==> config.mk <==
export PLATFORM = sky130hd
export DESIGN_NAME = t05_top
export DESIGN_NICKNAME = d
export VERILOG_FILES = /design/src/t05_pkg.sv /design/src/t05_top.sv /design/src/t05_controller.sv /design/src/t05_wishbone_manager.sv /design/src/t05_find_least.sv /design/src/t05_histogram.sv /design/src/t05_bytecount.sv
export SDC_FILE = /design/constraint.sdc
export NUM_CORES = 1
export LEC_CHECK = 0
export BUFFER_PORTS_ARGS = -buffer_cell sky130_fd_sc_hd__buf_2
export CAP_MARGIN = 20
export CORE_UTILIZATION = 45
export DETAILED_ROUTE_END_ITERATION = 8
export GPL_TIMING_DRIVEN = 0
export PLACE_DENSITY = 0.66
export SLEW_MARGIN = 20
export SYNTH_ARGS = -nofsm -noshare
export SYNTH_HDL_FRONTEND = slang
export SYNTH_SLANG_ARGS = --single-unit
==> constraint.sdc <==
create_clock -name hwclk -period 4 [get_ports hwclk]
set_clock_uncertainty 0.05 [all_clocks]
set_input_delay 0 -clock hwclk [delete_from_list [all_inputs] [get_ports hwclk]]
set_output_delay 0 -clock hwclk [all_outputs]
set_load 0.1 [all_outputs]
==> src/t05_pkg.sv <==
package t05_pkg;

  // widths with a meaning of their own
  typedef logic [7:0]  char_t;
  typedef logic [6:0]  chunk_t;
  typedef logic [31:0] count_t;
  typedef logic [31:0] wb_addr_t;

  // top level phases, in the order the controller walks them
  typedef enum logic [2:0] {
    PH_IDLE,
    PH_CLEAR,
    PH_COUNT,
    PH_SCAN,
    PH_DONE
  } phase_t;

  // request from a block to the bus manager
  typedef struct packed {
    logic     read;
    logic     write;
    wb_addr_t addr;
    count_t   wdata;
  } bus_req_t;

  // response shared by all requesters
  typedef struct packed {
    count_t rdata;
    logic   done;
    logic   busy;
  } bus_rsp_t;

  // two least frequent characters, cnt1 <= cnt2
  typedef struct packed {
    char_t  idx1;
    count_t cnt1;
    char_t  idx2;
    count_t cnt2;
  } flv_result_t;

  localparam char_t EOF_CHAR = 8'h1A;

endpackage
==> src/t05_top.sv <==
module t05_top #(
  parameter t05_pkg::wb_addr_t HIST_BASE = 32'h3300_0000
) (
  input  logic                  hwclk,
  input  logic                  rst_n_i,
  input  logic                  start_i,
  input  logic                  chunk_pulse_i,
  input  t05_pkg::chunk_t       chunk_i,
  output logic                  char_ready_o,
  output logic                  done_o,
  output t05_pkg::count_t       total_o,
  output t05_pkg::flv_result_t  result_o,
  output logic                  wbs_cyc_o,
  output logic                  wbs_stb_o,
  output logic                  wbs_we_o,
  output logic [3:0]            wbs_sel_o,
  output t05_pkg::wb_addr_t     wbs_adr_o,
  output t05_pkg::count_t       wbs_dat_o,
  input  logic                  wbs_ack_i,
  input  t05_pkg::count_t       wbs_dat_i
);

  logic               byte_valid;
  t05_pkg::char_t     byte_val;
  logic               flush;
  logic               clear_fin;
  logic               count_fin;
  logic               scan_fin;
  t05_pkg::phase_t    phase;
  t05_pkg::bus_req_t  hist_req;
  t05_pkg::bus_req_t  flv_req;
  t05_pkg::bus_req_t  bus_req;
  t05_pkg::bus_rsp_t  bus_rsp;

  t05_bytecount u_bytecount (
    .hwclk        (hwclk),
    .rst_n_i      (rst_n_i),
    .chunk_pulse_i(chunk_pulse_i),
    .chunk_i      (chunk_i),
    .flush_i      (flush),
    .byte_valid_o (byte_valid),
    .byte_o       (byte_val)
  );

  t05_histogram #(.HIST_BASE(HIST_BASE)) u_histogram (
    .hwclk       (hwclk),
    .rst_n_i     (rst_n_i),
    .phase_i     (phase),
    .byte_valid_i(byte_valid),
    .byte_i      (byte_val),
    .char_ready_o(char_ready_o),
    .rsp_i       (bus_rsp),
    .req_o       (hist_req),
    .total_o     (total_o),
    .clear_fin_o (clear_fin),
    .count_fin_o (count_fin),
    .flush_o     (flush)
  );

  t05_find_least #(.HIST_BASE(HIST_BASE)) u_find_least (
    .hwclk     (hwclk),
    .rst_n_i   (rst_n_i),
    .phase_i   (phase),
    .rsp_i     (bus_rsp),
    .req_o     (flv_req),
    .result_o  (result_o),
    .scan_fin_o(scan_fin)
  );

  t05_controller u_controller (
    .hwclk      (hwclk),
    .rst_n_i    (rst_n_i),
    .start_i    (start_i),
    .clear_fin_i(clear_fin),
    .count_fin_i(count_fin),
    .scan_fin_i (scan_fin),
    .hist_req_i (hist_req),
    .flv_req_i  (flv_req),
    .req_o      (bus_req),
    .phase_o    (phase),
    .done_o     (done_o)
  );

  // response fans out to every block
  t05_wishbone_manager u_wb_manager (
    .hwclk    (hwclk),
    .rst_n_i  (rst_n_i),
    .req_i    (bus_req),
    .rsp_o    (bus_rsp),
    .wbs_cyc_o(wbs_cyc_o),
    .wbs_stb_o(wbs_stb_o),
    .wbs_we_o (wbs_we_o),
    .wbs_sel_o(wbs_sel_o),
    .wbs_adr_o(wbs_adr_o),
    .wbs_dat_o(wbs_dat_o),
    .wbs_ack_i(wbs_ack_i),
    .wbs_dat_i(wbs_dat_i)
  );

endmodule

==> src/t05_controller.sv <==
module t05_controller (
  input  logic               hwclk,
  input  logic               rst_n_i,
  input  logic               start_i,
  input  logic               clear_fin_i,
  input  logic               count_fin_i,
  input  logic               scan_fin_i,
  input  t05_pkg::bus_req_t  hist_req_i,
  input  t05_pkg::bus_req_t  flv_req_i,
  output t05_pkg::bus_req_t  req_o,
  output t05_pkg::phase_t    phase_o,
  output logic               done_o
);

  t05_pkg::phase_t state_q;
  t05_pkg::phase_t state_d;

  always_comb begin
    state_d = state_q;
    case (state_q)
      t05_pkg::PH_IDLE: begin
        if (start_i) begin
          state_d = t05_pkg::PH_CLEAR;
        end
      end
      t05_pkg::PH_CLEAR: begin
        if (clear_fin_i) begin
          state_d = t05_pkg::PH_COUNT;
        end
      end
      t05_pkg::PH_COUNT: begin
        if (count_fin_i) begin
          state_d = t05_pkg::PH_SCAN;
        end
      end
      t05_pkg::PH_SCAN: begin
        if (scan_fin_i) begin
          state_d = t05_pkg::PH_DONE;
        end
      end
      t05_pkg::PH_DONE: begin
        // a new start reruns everything from the clear
        if (start_i) begin
          state_d = t05_pkg::PH_CLEAR;
        end
      end
      default: state_d = t05_pkg::PH_IDLE;
    endcase
  end

  always_ff @(posedge hwclk or negedge rst_n_i) begin
    if (!rst_n_i) begin
      state_q <= t05_pkg::PH_IDLE;
    end else begin
      state_q <= state_d;
    end
  end

  // bus goes to whichever block owns the phase
  always_comb begin
    req_o = '0;
    case (state_q)
      t05_pkg::PH_CLEAR, t05_pkg::PH_COUNT: req_o = hist_req_i;
      t05_pkg::PH_SCAN:                     req_o = flv_req_i;
      default:                              req_o = '0;
    endcase
  end

  assign phase_o = state_q;
  assign done_o  = (state_q == t05_pkg::PH_DONE);

endmodule

==> src/t05_wishbone_manager.sv <==
module t05_wishbone_manager (
  input  logic               hwclk,
  input  logic               rst_n_i,
  input  t05_pkg::bus_req_t  req_i,
  output t05_pkg::bus_rsp_t  rsp_o,
  output logic               wbs_cyc_o,
  output logic               wbs_stb_o,
  output logic               wbs_we_o,
  output logic [3:0]         wbs_sel_o,
  output t05_pkg::wb_addr_t  wbs_adr_o,
  output t05_pkg::count_t    wbs_dat_o,
  input  logic               wbs_ack_i,
  input  t05_pkg::count_t    wbs_dat_i
);

  typedef enum logic {
    M_IDLE,
    M_ACTIVE
  } mgr_state_t;

  mgr_state_t         state_q;
  logic               we_q;
  logic               done_q;
  logic               start;
  t05_pkg::wb_addr_t  adr_q;
  t05_pkg::count_t    dat_q;
  t05_pkg::count_t    rdata_q;

  // strobes seen while a cycle is open are ignored
  assign start = (state_q == M_IDLE) && (req_i.read || req_i.write);

  always_ff @(posedge hwclk or negedge rst_n_i) begin
    if (!rst_n_i) begin
      state_q <= M_IDLE;
      we_q    <= 1'b0;
      done_q  <= 1'b0;
    end else begin
      done_q <= 1'b0;
      if (start) begin
        state_q <= M_ACTIVE;
        we_q    <= req_i.write;
      end else if (state_q == M_ACTIVE && wbs_ack_i) begin
        state_q <= M_IDLE;
        we_q    <= 1'b0;
        done_q  <= 1'b1;
      end
    end
  end

  always_ff @(posedge hwclk) begin
    if (start) begin
      adr_q <= req_i.addr;
      dat_q <= req_i.wdata;
    end
    if (state_q == M_ACTIVE && wbs_ack_i && !we_q) begin
      rdata_q <= wbs_dat_i;
    end
  end

  assign wbs_cyc_o = (state_q == M_ACTIVE);
  assign wbs_stb_o = (state_q == M_ACTIVE);
  assign wbs_we_o  = we_q;
  assign wbs_sel_o = 4'hF;
  assign wbs_adr_o = adr_q;
  assign wbs_dat_o = dat_q;

  // busy covers the strobe cycle through the done cycle
  always_comb begin
    rsp_o.rdata = rdata_q;
    rsp_o.done  = done_q;
    rsp_o.busy  = req_i.read || req_i.write || (state_q == M_ACTIVE) || done_q;
  end

endmodule

==> src/t05_find_least.sv <==
module t05_find_least #(
  parameter t05_pkg::wb_addr_t HIST_BASE = 32'h3300_0000
) (
  input  logic                  hwclk,
  input  logic                  rst_n_i,
  input  t05_pkg::phase_t       phase_i,
  input  t05_pkg::bus_rsp_t     rsp_i,
  output t05_pkg::bus_req_t     req_o,
  output t05_pkg::flv_result_t  result_o,
  output logic                  scan_fin_o
);

  typedef enum logic [1:0] {
    F_IDLE,
    F_REQ,
    F_WAIT,
    F_FIN
  } flv_state_t;

  flv_state_t         state_q;
  t05_pkg::char_t     idx_q;
  logic               rd_q;
  t05_pkg::wb_addr_t  addr_q;
  t05_pkg::count_t    val;
  logic               take1;
  logic               take2;

  // a zero count in a slot means the slot is empty
  always_comb begin
    val   = rsp_i.rdata;
    take1 = (val != '0) && ((result_o.cnt1 == '0) || (val < result_o.cnt1));
    take2 = (val != '0) && !take1 &&
            ((result_o.cnt2 == '0) || (val < result_o.cnt2));
  end

  always_comb begin
    req_o.read  = rd_q;
    req_o.write = 1'b0;
    req_o.addr  = addr_q;
    req_o.wdata = '0;
  end

  always_ff @(posedge hwclk or negedge rst_n_i) begin
    if (!rst_n_i) begin
      state_q    <= F_IDLE;
      idx_q      <= '0;
      rd_q       <= 1'b0;
      addr_q     <= '0;
      result_o   <= '0;
      scan_fin_o <= 1'b0;
    end else begin
      rd_q       <= 1'b0;
      scan_fin_o <= 1'b0;
      case (state_q)
        F_IDLE: begin
          if (phase_i == t05_pkg::PH_SCAN) begin
            idx_q    <= '0;
            result_o <= '0;
            state_q  <= F_REQ;
          end
        end
        F_REQ: begin
          if (!rsp_i.busy) begin
            rd_q    <= 1'b1;
            addr_q  <= HIST_BASE + (t05_pkg::wb_addr_t'(idx_q) << 2);
            state_q <= F_WAIT;
          end
        end
        F_WAIT: begin
          if (rsp_i.done) begin
            // ties keep the earlier, lower index
            if (take1) begin
              result_o.idx2 <= result_o.idx1;
              result_o.cnt2 <= result_o.cnt1;
              result_o.idx1 <= idx_q;
              result_o.cnt1 <= val;
            end else if (take2) begin
              result_o.idx2 <= idx_q;
              result_o.cnt2 <= val;
            end
            if (idx_q == 8'hFF) begin
              scan_fin_o <= 1'b1;
              state_q    <= F_FIN;
            end else begin
              idx_q   <= idx_q + 1'b1;
              state_q <= F_REQ;
            end
          end
        end
        F_FIN: begin
          if (phase_i != t05_pkg::PH_SCAN) begin
            state_q <= F_IDLE;
          end
        end
        default: state_q <= F_IDLE;
      endcase
    end
  end

endmodule

==> src/t05_histogram.sv <==
module t05_histogram #(
  parameter t05_pkg::wb_addr_t HIST_BASE = 32'h3300_0000
) (
  input  logic               hwclk,
  input  logic               rst_n_i,
  input  t05_pkg::phase_t    phase_i,
  input  logic               byte_valid_i,
  input  t05_pkg::char_t     byte_i,
  output logic               char_ready_o,
  input  t05_pkg::bus_rsp_t  rsp_i,
  output t05_pkg::bus_req_t  req_o,
  output t05_pkg::count_t    total_o,
  output logic               clear_fin_o,
  output logic               count_fin_o,
  output logic               flush_o
);

  typedef enum logic [2:0] {
    S_IDLE,
    S_CLR_REQ,
    S_CLR_WAIT,
    S_CNT_IDLE,
    S_RD_WAIT,
    S_WR_REQ,
    S_WR_WAIT
  } hist_state_t;

  hist_state_t        state_q;
  t05_pkg::char_t     idx_q;
  t05_pkg::char_t     hold_q;
  logic               full_q;
  logic               rd_q;
  logic               wr_q;
  t05_pkg::wb_addr_t  addr_q;
  t05_pkg::count_t    wdata_q;

  assign char_ready_o = (phase_i == t05_pkg::PH_COUNT) && !full_q;

  always_comb begin
    req_o.read  = rd_q;
    req_o.write = wr_q;
    req_o.addr  = addr_q;
    req_o.wdata = wdata_q;
  end

  always_ff @(posedge hwclk or negedge rst_n_i) begin
    if (!rst_n_i) begin
      state_q     <= S_IDLE;
      idx_q       <= '0;
      hold_q      <= '0;
      full_q      <= 1'b0;
      rd_q        <= 1'b0;
      wr_q        <= 1'b0;
      addr_q      <= '0;
      wdata_q     <= '0;
      total_o     <= '0;
      clear_fin_o <= 1'b0;
      count_fin_o <= 1'b0;
      flush_o     <= 1'b0;
    end else begin
      rd_q        <= 1'b0;
      wr_q        <= 1'b0;
      clear_fin_o <= 1'b0;
      count_fin_o <= 1'b0;
      flush_o     <= 1'b0;

      // single-entry holder, EOF never enters it
      if (char_ready_o && byte_valid_i) begin
        if (byte_i == t05_pkg::EOF_CHAR) begin
          count_fin_o <= 1'b1;
          flush_o     <= 1'b1;
        end else begin
          hold_q <= byte_i;
          full_q <= 1'b1;
        end
      end

      case (state_q)
        S_IDLE: begin
          if (phase_i == t05_pkg::PH_CLEAR) begin
            idx_q   <= '0;
            total_o <= '0;
            full_q  <= 1'b0;
            flush_o <= 1'b1;
            state_q <= S_CLR_REQ;
          end
        end
        S_CLR_REQ: begin
          if (!rsp_i.busy) begin
            wr_q    <= 1'b1;
            addr_q  <= HIST_BASE + (t05_pkg::wb_addr_t'(idx_q) << 2);
            wdata_q <= '0;
            state_q <= S_CLR_WAIT;
          end
        end
        S_CLR_WAIT: begin
          if (rsp_i.done) begin
            if (idx_q == 8'hFF) begin
              clear_fin_o <= 1'b1;
              state_q     <= S_CNT_IDLE;
            end else begin
              idx_q   <= idx_q + 1'b1;
              state_q <= S_CLR_REQ;
            end
          end
        end
        S_CNT_IDLE: begin
          if (phase_i == t05_pkg::PH_COUNT && full_q && !rsp_i.busy) begin
            rd_q    <= 1'b1;
            addr_q  <= HIST_BASE + (t05_pkg::wb_addr_t'(hold_q) << 2);
            state_q <= S_RD_WAIT;
          end else if (phase_i != t05_pkg::PH_CLEAR && phase_i != t05_pkg::PH_COUNT) begin
            state_q <= S_IDLE;
          end
        end
        S_RD_WAIT: begin
          if (rsp_i.done) begin
            wdata_q <= rsp_i.rdata + 1'b1;
            state_q <= S_WR_REQ;
          end
        end
        S_WR_REQ: begin
          // same address as the read
          if (!rsp_i.busy) begin
            wr_q    <= 1'b1;
            state_q <= S_WR_WAIT;
          end
        end
        S_WR_WAIT: begin
          if (rsp_i.done) begin
            full_q  <= 1'b0;
            total_o <= total_o + 1'b1;
            state_q <= S_CNT_IDLE;
          end
        end
        default: state_q <= S_IDLE;
      endcase
    end
  end

endmodule

==> src/t05_bytecount.sv <==
module t05_bytecount (
  input  logic            hwclk,
  input  logic            rst_n_i,
  input  logic            chunk_pulse_i,
  input  t05_pkg::chunk_t chunk_i,
  input  logic            flush_i,
  output logic            byte_valid_o,
  output t05_pkg::char_t  byte_o
);

  // leftover bits, right aligned, bits above cnt_q stay zero
  logic [6:0]  acc_q;
  logic [2:0]  cnt_q;
  logic [13:0] merged;
  logic [3:0]  total_bits;

  // new chunk goes on top of the leftover bits
  always_comb begin
    merged     = {7'b0, acc_q} | ({7'b0, chunk_i} << cnt_q);
    total_bits = {1'b0, cnt_q} + 4'd7;
  end

  always_ff @(posedge hwclk or negedge rst_n_i) begin
    if (!rst_n_i) begin
      acc_q        <= '0;
      cnt_q        <= '0;
      byte_valid_o <= 1'b0;
    end else begin
      byte_valid_o <= 1'b0;
      if (flush_i) begin
        acc_q <= '0;
        cnt_q <= '0;
      end else if (chunk_pulse_i) begin
        // total_bits[2:0] is the leftover count either way
        cnt_q <= total_bits[2:0];
        if (total_bits[3]) begin
          byte_valid_o <= 1'b1;
          acc_q        <= {1'b0, merged[13:8]};
        end else begin
          acc_q <= merged[6:0];
        end
      end
    end
  end

  always_ff @(posedge hwclk) begin
    if (chunk_pulse_i && !flush_i && total_bits[3]) begin
      byte_o <= merged[7:0];
    end
  end

endmodule

### Yosys cells after proc, flatten, opt, wreduce, memory -nomap -nowiden

Cells that the tools add are included.

| storage, ports and cells | value |
|---|---|
| bits in registers | 366 |
| output and inout port bits | 185 |
| word-level logic and storage cells | 215 |

| operators by class | value |
|---|---|
| add/subtract/negate cells | 8 |
| order comparisons | 2 |
| equal/unequal tests | 39 |
| shift-type cells | 1 |
| mux-type cells | 78 |
| bitwise operators | 4 |
| reduce and logical (&&, ||, !) cells | 51 |

Operators with widths:

| kind | count |
|---|---|
| two-way mux 32 bit | 6 |
| case mux 32 bit (2 select lines) | 3 |
| two-way mux 80 bit | 2 |
| case mux 80 bit (2 select lines) | 1 |
| case mux 66 bit (2 select lines) | 1 |
| two-way mux 40 bit | 3 |
| adder 30 x 10 -> 31 bit (first input constant) | 3 |
| adder 32 x 1 -> 32 bit (second input constant) | 2 |
| logical NOT 32 bit | 2 |
| < comparator 32 bit | 2 |
| two-way mux 8 bit | 6 |
| two-way mux 3 bit | 14 |
| case mux 8 bit (2 select lines) | 2 |
| nonzero test 32 bit | 1 |
| two-way mux 1 bit | 27 |
| AND reduction 4 bit | 6 |
| two-way mux 7 bit | 3 |
| case mux 3 bit (7 select lines) | 1 |
| != test 2 x 1 -> 1 bit (second input constant) | 10 |
| adder 8 x 1 -> 8 bit (second input constant) | 2 |
| equality test 8 bit (second input constant) | 2 |
| != test 2 bit (second input constant) | 8 |
| OR 7 x 14 -> 14 bit | 1 |
| nonzero test 2 bit | 7 |
| other kinds (24) | 68 |

### Depth between registers and ports, before layout

Gate-level depths: netlist of the first run.

| depth | value |
|---|---|
| word-level depth | 10 |
| depth in mapped cells | 12 |
| depth with buffers taken out | 9 |

### Cells and area by module

A second synthesis of the first run with hierarchy kept.

| unflattened totals | value |
|---|---|
| cell total of the unflattened synthesis | 1,595 |
| area total of the unflattened synthesis | 16,960.0 µm² |

Modules (own cells, without submodules):

| module | instances | cells each | area each (µm²) | seq. area each (µm²) |
|---|---|---|---|---|
| t05_find_least | 1 | 717 | 6,635.1 | 2,527.4 |
| t05_histogram | 1 | 552 | 5,250.0 | 2,452.4 |
| t05_wishbone_manager | 1 | 117 | 3,070.4 | 2,957.8 |
| t05_bytecount | 1 | 109 | 1,107.3 | 515.5 |
| t05_controller | 1 | 100 | 897.1 | 75.1 |

### Least setup slack after synthesis of the first run

No wires, ideal clock.

| timing path | value |
|---|---|
| path type | register -> register |
| start | register u_controller.state_q[2], in the netlist u_controller.phase_o[2] |
| end | register u_histogram.hold_q[2] |
| data arrival time | 4,060 ps |
| data required time | 3,824 ps |
| setup slack | -236 ps |
| cell stages (with the launch flop) | 6 |
| clock period less this slack | 4,236 ps |
| path through | dfrtp_1 > inv_1 > nand2_1 > nor3_1 > nand3_1 > mux2_2 |

| on the way | value |
|---|---|
| longest elaborated chain between the ends | 4 |

RTL lines:

| element | line | source |
|---|---|---|
| start: declaration | t05_controller.sv:15 | `t05_pkg::phase_t state_q;` |
| start signal: assignment | t05_controller.sv:53 | `state_q <= t05_pkg::PH_IDLE;` |
| start signal: assignment | t05_controller.sv:55 | `state_q <= state_d;` |
| equality test 3 x 2 -> 1 bit | t05_histogram.sv:37 | `assign char_ready_o = (phase_i == t05_pkg::PH_COUNT) && !full_q;` |
| logical AND 1 bit | t05_histogram.sv:37 |  |
| via char_ready_o | t05_top.sv:9 | `output logic char_ready_o,` |
| logical AND 1 bit | t05_histogram.sv:68 | `if (char_ready_o && byte_valid_i) begin` |
| AND reduction 2 bit (no line) | n/a |  |
| end signal: assignment | t05_histogram.sv:73 | `hold_q <= byte_i;` |
| end: declaration | t05_histogram.sv:30 | `t05_pkg::char_t hold_q;` |

The timed path passes the listed nets, and every way through them passes these cells.
A chain may end at the register's enable or synchronous reset.

### Final worst setup path of the first run

| timing path | value |
|---|---|
| start | register u_wb_manager.rdata_q[15] |
| end | register, netlist name u_find_least.result_o[35] |

| on the way | value |
|---|---|
| longest elaborated chain between the ends | 8 |

RTL lines:

| element | line | source |
|---|---|---|
| start: declaration | t05_wishbone_manager.sv:27 | `t05_pkg::count_t rdata_q;` |
| start signal: assignment | t05_wishbone_manager.sv:56 | `rdata_q <= wbs_dat_i;` |
| < comparator 32 bit | t05_find_least.sv:31 | `take1 = (val != '0) && ((result_o.cnt1 == '0) \|\| (val < result_o.cnt1));` |
| logical OR 1 bit | t05_find_least.sv:31 |  |
| logical AND 1 bit | t05_find_least.sv:31 |  |
| logical NOT 1 bit | t05_find_least.sv:32 | `take2 = (val != '0) && !take1 &&` |
| logical AND 1 bit (2 in a row) | t05_find_least.sv:32 |  |
| != test 3 x 1 -> 1 bit (no line) | n/a |  |
| AND reduction 4 bit (no line) | n/a |  |

Parallel ways exist; a longest one is shown, timed or not. The select of a mux whose other input is x is not followed.

==> results.cfg, run 1 <==
[floorplanning]
initial_core_util = 0.4583
pin_count = 229
rows = 66
core_area_um2 = 32540
die_y_um = 184.0
die_w_um = 184.0
die-area_um2 = 33870

[final_layout]
fill_cells = 2869
final_nets = 1854
diodes = 0
syn_to_final_growth_pct = 22.56
drive_gt1_frac = 0.1851
final_area_um2 = 18280
layoutNonFillerInstCount = 2209
layout_commonest_cell = dfrtp_1
layout_common_cells = 216 x dfrtp_1, 208 x buf_2, 139 x nand2_1

[route]
num_vias = 11999
ant_nets = 0
routed_wl_mm = 39.81
wl_per_cell_um = 18.02
maxUsedRoutingLayer = met4
via_per_inst = 5.432
drt_iter0_markers = 759
drc_errors = 0
dr.pass1.iters = 5
met1_length_mm = 18.25
wl_met2_mm = 18.30
routed-wl-met3_mm = 2.273

[worst_setup_path]
crit_type = register to register
worstSetupStartpointType = register
crit_arrival_ns = 4.00
cp_data_required_time_ns = 4.40
cp-end-kind = register
crit_fanout = 9

[cts]
cts-root-buf = clkbuf_16
clockBufferDepth = 3
clk_latency_ns = 0.51
h-tree-depth = 2
cts_tree = yes
clkTransAtPathRegs_ns = 0.06
cts_sinks = 297
post_cts_buffers = 0
cts-buffers-inserted = 35

[synth]
syn_area_um2 = 14910
netlist_instances = 1433
yosys_warnings = 0
synth.distinct_cells = 70
synth_area_leaders = dfrtp_1 36%, edfxtp_1 16%, ha_1 5.7%, nand2_1 3.5%, a221o_1 2.7%
ys_ff_latch = 297
yosys.area.top_type_share = 0.3625
synth.avg_cell_area_um2 = 10.41
ys_seq_area_frac = 0.5256
synth_edf_count = 81
synth_top_area_cell = dfrtp_1
synthArstFlopShare = 0.7273
ys.flop_type = dfrtp_1

[global_routing]
grt_pass1_wl_mm = 62.40
globalRouteOverflowTotal = 0
antenna_found_initial = 0
track_usage = 0.2347
grt_pass1_vias = 11499
grt_max_degree = 84

[timing]
fin_crit_ns = 3.605
hold_viol = 0
layout_worst_path_cycle_share = 0.9012
rsz0062_at_grt = false
setup_viol = 0
maxSlewHeadroom = 0.3121
finalMaxSlewViolations = 0
worst_pin_slew_ns = 1.022
fmax_ghz = 0.2774

[power]
cellLeakagePower_nw = 8.110
powerDensity_nw_per_um2 = 548.6
ir_drop_uv = 677.0

[placed_design]
dp.cells = 2104
dp_hpwl_mm = 28.81
place_congestion = 0.9119
post_dp_cell_area_um2 = 16700
port_buffers = 203

[flow_run]
cap_violations = 0

[min_path]
holdCritPathClass = input pin to async pin

[status]
outcome = finished, final reports clean
==> critical path: stages (launching register included) <==
cell and delay (ns):
edfxtp_1 0.55, ha_1 0.37, nand4_1 0.14, nor3_1 0.37, or4b_2 0.63, a31oi_1 0.29, o32ai_2 0.20, nor2_1 0.67
a221o_1 0.28
==> stage by stage <==
step | setup WS, ns | total power [mW] | hold WS (ns) | setup TNS [ns] | util
detailed placement | 0.4716 | 6.831 | -0.1015 | 0 | 0.5133
global route | 0.2139 | 10.45 | 0.03619 | 0 | 0.5617
finish | 0.3953 | 10.03 | 0.001317 | 0 | 0.5617
global placement | -1.033 | 6.762 | 0.1279 | -230.16 | 0.5092
CTS | 0.4179 | 10.08 | 0.01150 | 0 | 0.5617
floorplan | 0.4968 | 6.101 | -0.3456 | 0 | -
==> registers in the layout (all words and copies together) (netlist names), 7 cells and up <==
name / count
u_find_least.result_o: 80
u_histogram.total_o: 32
u_histogram.wdata_q: 32
u_wb_manager.rdata_q: 32
u_wb_manager.wbs_dat_o: 32
u_find_least.addr_q: 9
u_histogram.addr_q: 9
u_wb_manager.wbs_adr_o: 9
u_bytecount.byte_o: 8
u_find_least.idx_q: 8
u_histogram.hold_q: 8
u_histogram.idx_q: 8
u_bytecount.acc_q: 7
==> repair_timing <==
item / in CTS / in global routing
hold buffers: 43 / 0
gates resized for setup: 0 / 0
hold endpoints to repair: 181 / 0
==> per-layer routing <==
metal / global-route usage / up-vias
met2: 0.3673 / 358
met4: 0.06633 / 0
met3: 0.03724 / 63
li1: - / 5717
met1: 0.3362 / 5861
met5: 0 / -
==> kinds of logic (layout without fill, tap and decap cells) <==
kind of cell / Yosys count / count (layout) / share of synthesized area
compound gates: 273 / 273 / 0.1332
xor+xnor: 65 / 65 / 0.03818
fa+ha+maj: 68 / 68 / 0.05706
buf+inv: 196 / 508 / 0.05739
flops: 297 / 297 / 0.5256
mux: 31 / 31 / 0.02232
other cells: 2 / 24 / 0.0005036
simple gates: 501 / 501 / 0.1658
==> final cells by class <==
cell class,count,area [µm²],area share
Clock buffer,45,913.4,0.04998
Multi-Input combinational cell,962,6326,0.3461
Clock inverter,17,214.0,0.01171
Timing Repair Buffer,250,1577,0.08626
Tap cell,442,553.0,0.03026
Buffer,105,514.2,0.02814
Inverter,91,341.6,0.01869
Sequential cell,297,7838,0.4288
==> power by group <==
part / internal [mW] / switching [mW]
clock: 1.94 / 1.25
combinational: 0.741 / 2.25
sequential: 3.56 / 0.284
==> Yosys cell counts (15+ instances only) <==
| cell type | count |
|---|---|
| and2_1 | 48 |
| o21ai_0 | 57 |
| a22o_1 | 39 |
| mux2_2 | 18 |
| ha_1 | 68 |
| xnor2_1 | 20 |
| nand2_1 | 139 |
| inv_1 | 91 |
| xor2_1 | 45 |
| a21oi_1 | 55 |
| nor2_1 | 95 |
| nand3_1 | 54 |
| nor3_1 | 50 |
| and3_1 | 15 |
| buf_4 | 28 |
| edfxtp_1 | 81 |
| nand4_1 | 29 |
| clkbuf_1 | 66 |
| nor4_1 | 25 |
| dfrtp_1 | 216 |
| a221o_1 | 40 |
==> final timing paths <==
check                                    startpoint                         to  slack (ns)  depth (start not counted)
max in group asynchronous                   rst_n_i    u_histogram.total_o[20]        3.08                          4
setup reg to reg           u_wb_manager.rdata_q[15]  u_find_least.result_o[35]        0.40                          8
hold reg to reg             u_histogram.wdata_q[19]    u_histogram.wdata_q[19]        0.42                          2
min in group hwclk                       chunk_i[6]       u_bytecount.acc_q[1]        0.04                          4
setup / recovery           u_wb_manager.rdata_q[15]  u_find_least.result_o[35]        0.40                          8
hold / removal                              rst_n_i  u_find_least.result_o[36]       0.001                          3
(Power assumes the default switching activity.)
==> run 2, diff against run 1 <==
- CORE_MARGIN: unset -> 3
==> run 2 against run 1 <==
Effect of this change: final area is 0.29% lower; critical path depth did not move; first-iteration DRC count increased by 12%; worst setup slack got worse by 0.042 ns; combinational power about the same; largest cell class unchanged; largest power group unchanged.
==> results.cfg, run 2 (synthesis gave the netlist of run 1 again) <==
[status]
outcome = finished, final reports clean

[route]
dr.pass1.iters = 5
routed_wl_mm = 40.50
via_per_inst = 5.441
drt_iter0_markers = 850
ant_nets = 0
num_vias = 12013
drc_errors = 0
wl_per_cell_um = 18.34

[timing]
hold_viol = 0
fin_crit_ns = 3.647
finalHoldWorstSlack_ns = 0.09152
layout_worst_path_cycle_share = 0.9117
worst_pin_slew_ns = 0.9351
setup_viol = 0
fmax_ghz = 0.2742
maxSlewHeadroom = 0.3708
worst_slack_ns = 0.3533
finalMaxSlewViolations = 0
rsz0062_at_grt = false
tns_ns = 0

[floorplanning]
die_y_um = 188.0
initial_core_util = 0.4572
core_area_um2 = 32620
die-area_um2 = 35360
pin_count = 229
rows = 66
die_w_um = 188.0

[cts]
clk_latency_ns = 0.57
cts-root-buf = clkbuf_16
cts_sinks = 297
cts-buffers-inserted = 31
clkTransAtPathRegs_ns = 0.06
post_cts_buffers = 0
clockBufferDepth = 3
h-tree-depth = 1
cts_tree = yes

[min_path]
holdCritPathClass = input pin to register
hold_depth = 2

[worst_setup_path]
crit_fanout = 9
r2r_cells = 8
crit_arrival_ns = 4.10
crit_type = register to register
worstSetupStartpointType = register
cp_data_required_time_ns = 4.45
cp-end-kind = register

[placed_design]
port_buffers = 203
place_congestion = 0.9025
dp_hpwl_mm = 29.65
dp_slack_ns = 0.4083

[final_layout]
drive_gt1_frac = 0.1863
diodes = 0
layout_commonest_cell = dfrtp_1
fill_cells = 2865
layout_common_cells = 216 x dfrtp_1, 208 x buf_2, 139 x nand2_1
top_register = u_find_least.result_o
multiInputGateArea_um2 = 6326
final_nets = 1853
post-route-util = 0.5587
seq_area_um2 = 7838
syn_to_final_growth_pct = 22.21
largest_register_ff_count = 80

[power]
cellLeakagePower_nw = 8.083
powerDensity_nw_per_um2 = 536.1
ir_drop_uv = 490.4

[global_routing]
antenna_found_initial = 0
grt_pass1_wl_mm = 64.58
grt_pass1_vias = 11719
globalRouteOverflowTotal = 0
track_usage = 0.2252
grt_max_degree = 97

[flow_run]
cap_violations = 0
-- run 2: report_power, final --
group	internal [mW]	leakage, nW	switching (mW)	total (mW)
clock	1.71	0.509	1.21	2.92
combinational	0.744	3.88	2.27	3.01
sequential	3.56	3.69	0.282	3.84
total	6.01	8.08	3.76	9.77
-- run 2: repair_timing --
action                    in CTS  in global routing
gates resized for setup        0                  0
hold endpoints to repair     204                  0
hold buffers                  46                  0
-- run 2: area by class of cell --
type,instances,area share
plain buffers,105,0.02822
clock buffers,50,0.05266
clock inverters,8,0.004669
inverters,91,0.01874
multi-input cells,962,0.3471
flip-flops and latches,297,0.4301
well taps,442,0.03035
repair buffers,253,0.08816
-- run 2: worst max-delay path, stage by stage (launching register included) --
cell and delay (ns):
edfxtp_1 0.56, ha_1 0.38, nand4_1 0.13, nor3_1 0.39
or4b_2 0.63, a31oi_1 0.30, o32ai_2 0.20, nor2_1 0.66
a221o_1 0.28
-- run 2: routing by layer --
layer | track usage | wire length (µm) | share of wire
met5 | 0 | 0 | 0
met4 | 0.05253 | 968 | 0.024
met3 | 0.03440 | 2237 | 0.055
met2 | 0.3675 | 18770 | 0.46
met1 | 0.3188 | 18520 | 0.46
-- run 2: path summary, 6_finish.rpt --
check	from	endpoint	slack [ns]
setup / recovery	u_wb_manager.rdata_q[15]	u_find_least.result_o[35]	0.35
min in group asynchronous	rst_n_i	u_histogram.total_o[22]	0.49
max in group asynchronous	rst_n_i	u_find_least.result_o[39]	2.58
setup reg to reg	u_wb_manager.rdata_q[15]	u_find_least.result_o[35]	0.35
hold reg to reg	u_histogram.wdata_q[14]	u_histogram.wdata_q[14]	0.42
hold / removal	wbs_dat_i[6]	u_wb_manager.rdata_q[6]	0.09
-- run 2: stage by stage --
stage          std cells  power (mW)  cell area (µm²)
2_1_floorplan       1455       6.101            15000
3_3_place_gp        2100       6.772            16570
3_5_place_dp        2104       6.842            16700
4_1_cts             2208       9.826            18220
5_1_grt             2208       10.22            18220
6_report            2208       9.770            18220
==> run 3, diff against run 2 <==
- MAX_ROUTING_LAYER: unset -> met4
- clock period: 4 -> 4.02 ns (I/O delays scaled with it)
==> run 3 against run 2 <==
Effect of this change: worst hold slack lost 0.043 ns; maximum frequency grew 0.19%; critical endpoint is now u_find_least.result_o[16]; final area grew 0.21%; critical path depth grew 1; highest routed layer unchanged; die area is the same; worst setup slack gained 0.027 ns; flip-flop and latch count is the same; via count grew 0.71%; non-clock buffer count shrank 3.
==> results.cfg, run 3 (synthesis gave the netlist of run 1 again) <==
[status]
outcome = finished, final reports clean

[timing]
layout_worst_path_cycle_share = 0.9054
maxSlewHeadroom = 0.3496
worst_slack_ns = 0.3803
rsz0062_at_grt = false
worst_pin_slew_ns = 0.9667
hold_viol = 0
setup_viol = 0
fmax_ghz = 0.2748
tns_ns = 0
fin_crit_ns = 3.640
finalMaxSlewViolations = 0

[floorplanning]
die_w_um = 188.0
pin_count = 229
core_area_um2 = 32620
die_y_um = 188.0
initial_core_util = 0.4572
die-area_um2 = 35360
rows = 66

[power]
cellLeakagePower_nw = 8.106
ir_drop_uv = 633.7
powerDensity_nw_per_um2 = 542.6

[final_layout]
drive_gt1_frac = 0.1868
syn_to_final_growth_pct = 22.47
layoutNonFillerInstCount = 2209
layout_commonest_cell = dfrtp_1
fill_cells = 2853
largest_register_ff_count = 80
diodes = 0
layout_common_cells = 216 x dfrtp_1, 208 x buf_2, 139 x nand2_1
top_register = u_find_least.result_o
final_nets = 1853

[placed_design]
dp_hpwl_mm = 29.86
port_buffers = 203
dp_slack_ns = 0.4801
place_congestion = 0.9083
dp.cells = 2104

[global_routing]
grt_pass1_vias = 11956
grt_pass1_wl_mm = 65.68
grt_max_degree = 97
antenna_found_initial = 0
globalRouteOverflowTotal = 0
track_usage = 0.2379

[worst_setup_path]
r2r_slack_ns = 0.38
path_depth = 9
worstPathCellList = ha_1 > nand4_1 > nor3_1 > or4b_2 > a31oi_1 > nor2_1 > o2111a_1 > clkbuf_1 > a221o_1
path_buf_inv = 1
cp_top_family = simple AND/OR/NAND/NOR gates
worstSetupStartpointType = register
r2r_cells = 9
rr_startpoint = u_wb_manager.rdata_q[15]
crit_type = register to register
crit_path_max_incr_delay_ns = 0.63
crit_fanout = 10
r2r_end = u_find_least.result_o[16]
cp_slowest_cell = or4b_2
cp-end-kind = register
crit_arrival_ns = 3.98
setup.worst_path.start = u_wb_manager.rdata_q[15]
cp_data_required_time_ns = 4.36
crit_end = u_find_least.result_o[16]

[cts]
cts_tree = yes
cts_resized = 0
clkTransAtPathRegs_ns = 0.06
cts-root-buf = clkbuf_16
clk_latency_ns = 0.52
cts_sinks = 297
h-tree-depth = 2
clockBufferDepth = 3
cts-buffers-inserted = 34

[route]
wl_per_cell_um = 18.64
drt_iter0_markers = 820
ant_nets = 0
dr.pass1.iters = 5
num_vias = 12098
routed_wl_mm = 41.18
via_per_inst = 5.477
drc_errors = 0

[flow_run]
cap_violations = 0

[min_path]
holdCritPathClass = input pin to async pin
-- run 3: worst min-delay path by stage --
| stage | endpoint | cells after the start | slack (ns) |
|---|---|---|---|
| detailed placement | u_histogram.total_o[25] | 1 | -0.09 |
| CTS | u_bytecount.byte_o[3] | 5 | 0.03 |
| floorplan | u_bytecount.acc_q[0] | 0 | -0.35 |
| global route | u_histogram.wdata_q[27] | 3 | 0.07 |
| finish | u_histogram.wdata_q[27] | 3 | 0.05 |
| global placement | u_wb_manager.rdata_q[12] | 1 | 0.13 |
-- run 3: report_power, final --
group          switching (mW)  internal [mW]
Combinational            2.26          0.734
Sequential              0.284           3.54
Clock                    1.24           1.85
-- run 3: worst reg2reg max path: stages, from the launching register on --
cell	delay [ns]
edfxtp_1	0.56
ha_1	0.38
nand4_1	0.14
nor3_1	0.38
or4b_2	0.63
a31oi_1	0.28
nor2_1	0.10
o2111a_1	0.30
clkbuf_1	0.32
a221o_1	0.39
-- run 3: what timing repair did --
action,CTS,global route
setup buffers,0,0
hold buffers,43,0
endpoints found under the hold margin,265,0
-- run 3: layout make-up --
cell class,count,area (µm²),area share
Multi-Input combinational cell,962,6326,0.3464
Clock inverter,10,115.1,0.006303
Inverter,91,341.6,0.01870
Timing Repair Buffer,250,1577,0.08632
Tap cell,442,553.0,0.03028
Buffer,105,514.2,0.02816
Clock buffer,52,998.5,0.05467
Sequential cell,297,7838,0.4292
-- run 3: through the flow --
step           utilization  hold slack (ns)  total power, mW  instance area [µm²]
2_1_floorplan            -          -0.3456            6.071                15000
3_3_place_gp        0.5079           0.1274            6.740                16570
3_5_place_dp        0.5120         -0.09104            6.816                16700
4_1_cts             0.5599          0.03496            9.980                18260
5_1_grt             0.5599          0.07109            10.36                18260
6_report            0.5599          0.04817            9.909                18260
-- run 3: per-layer routing --
metal,GRT usage,up-vias,routed length [µm]
met3,0.03776,89,2433
met5,-,-,0
met1,0.3263,5878,18550
met2,0.3700,414,19000
met4,0.06638,0,1196
li1,-,5717,-
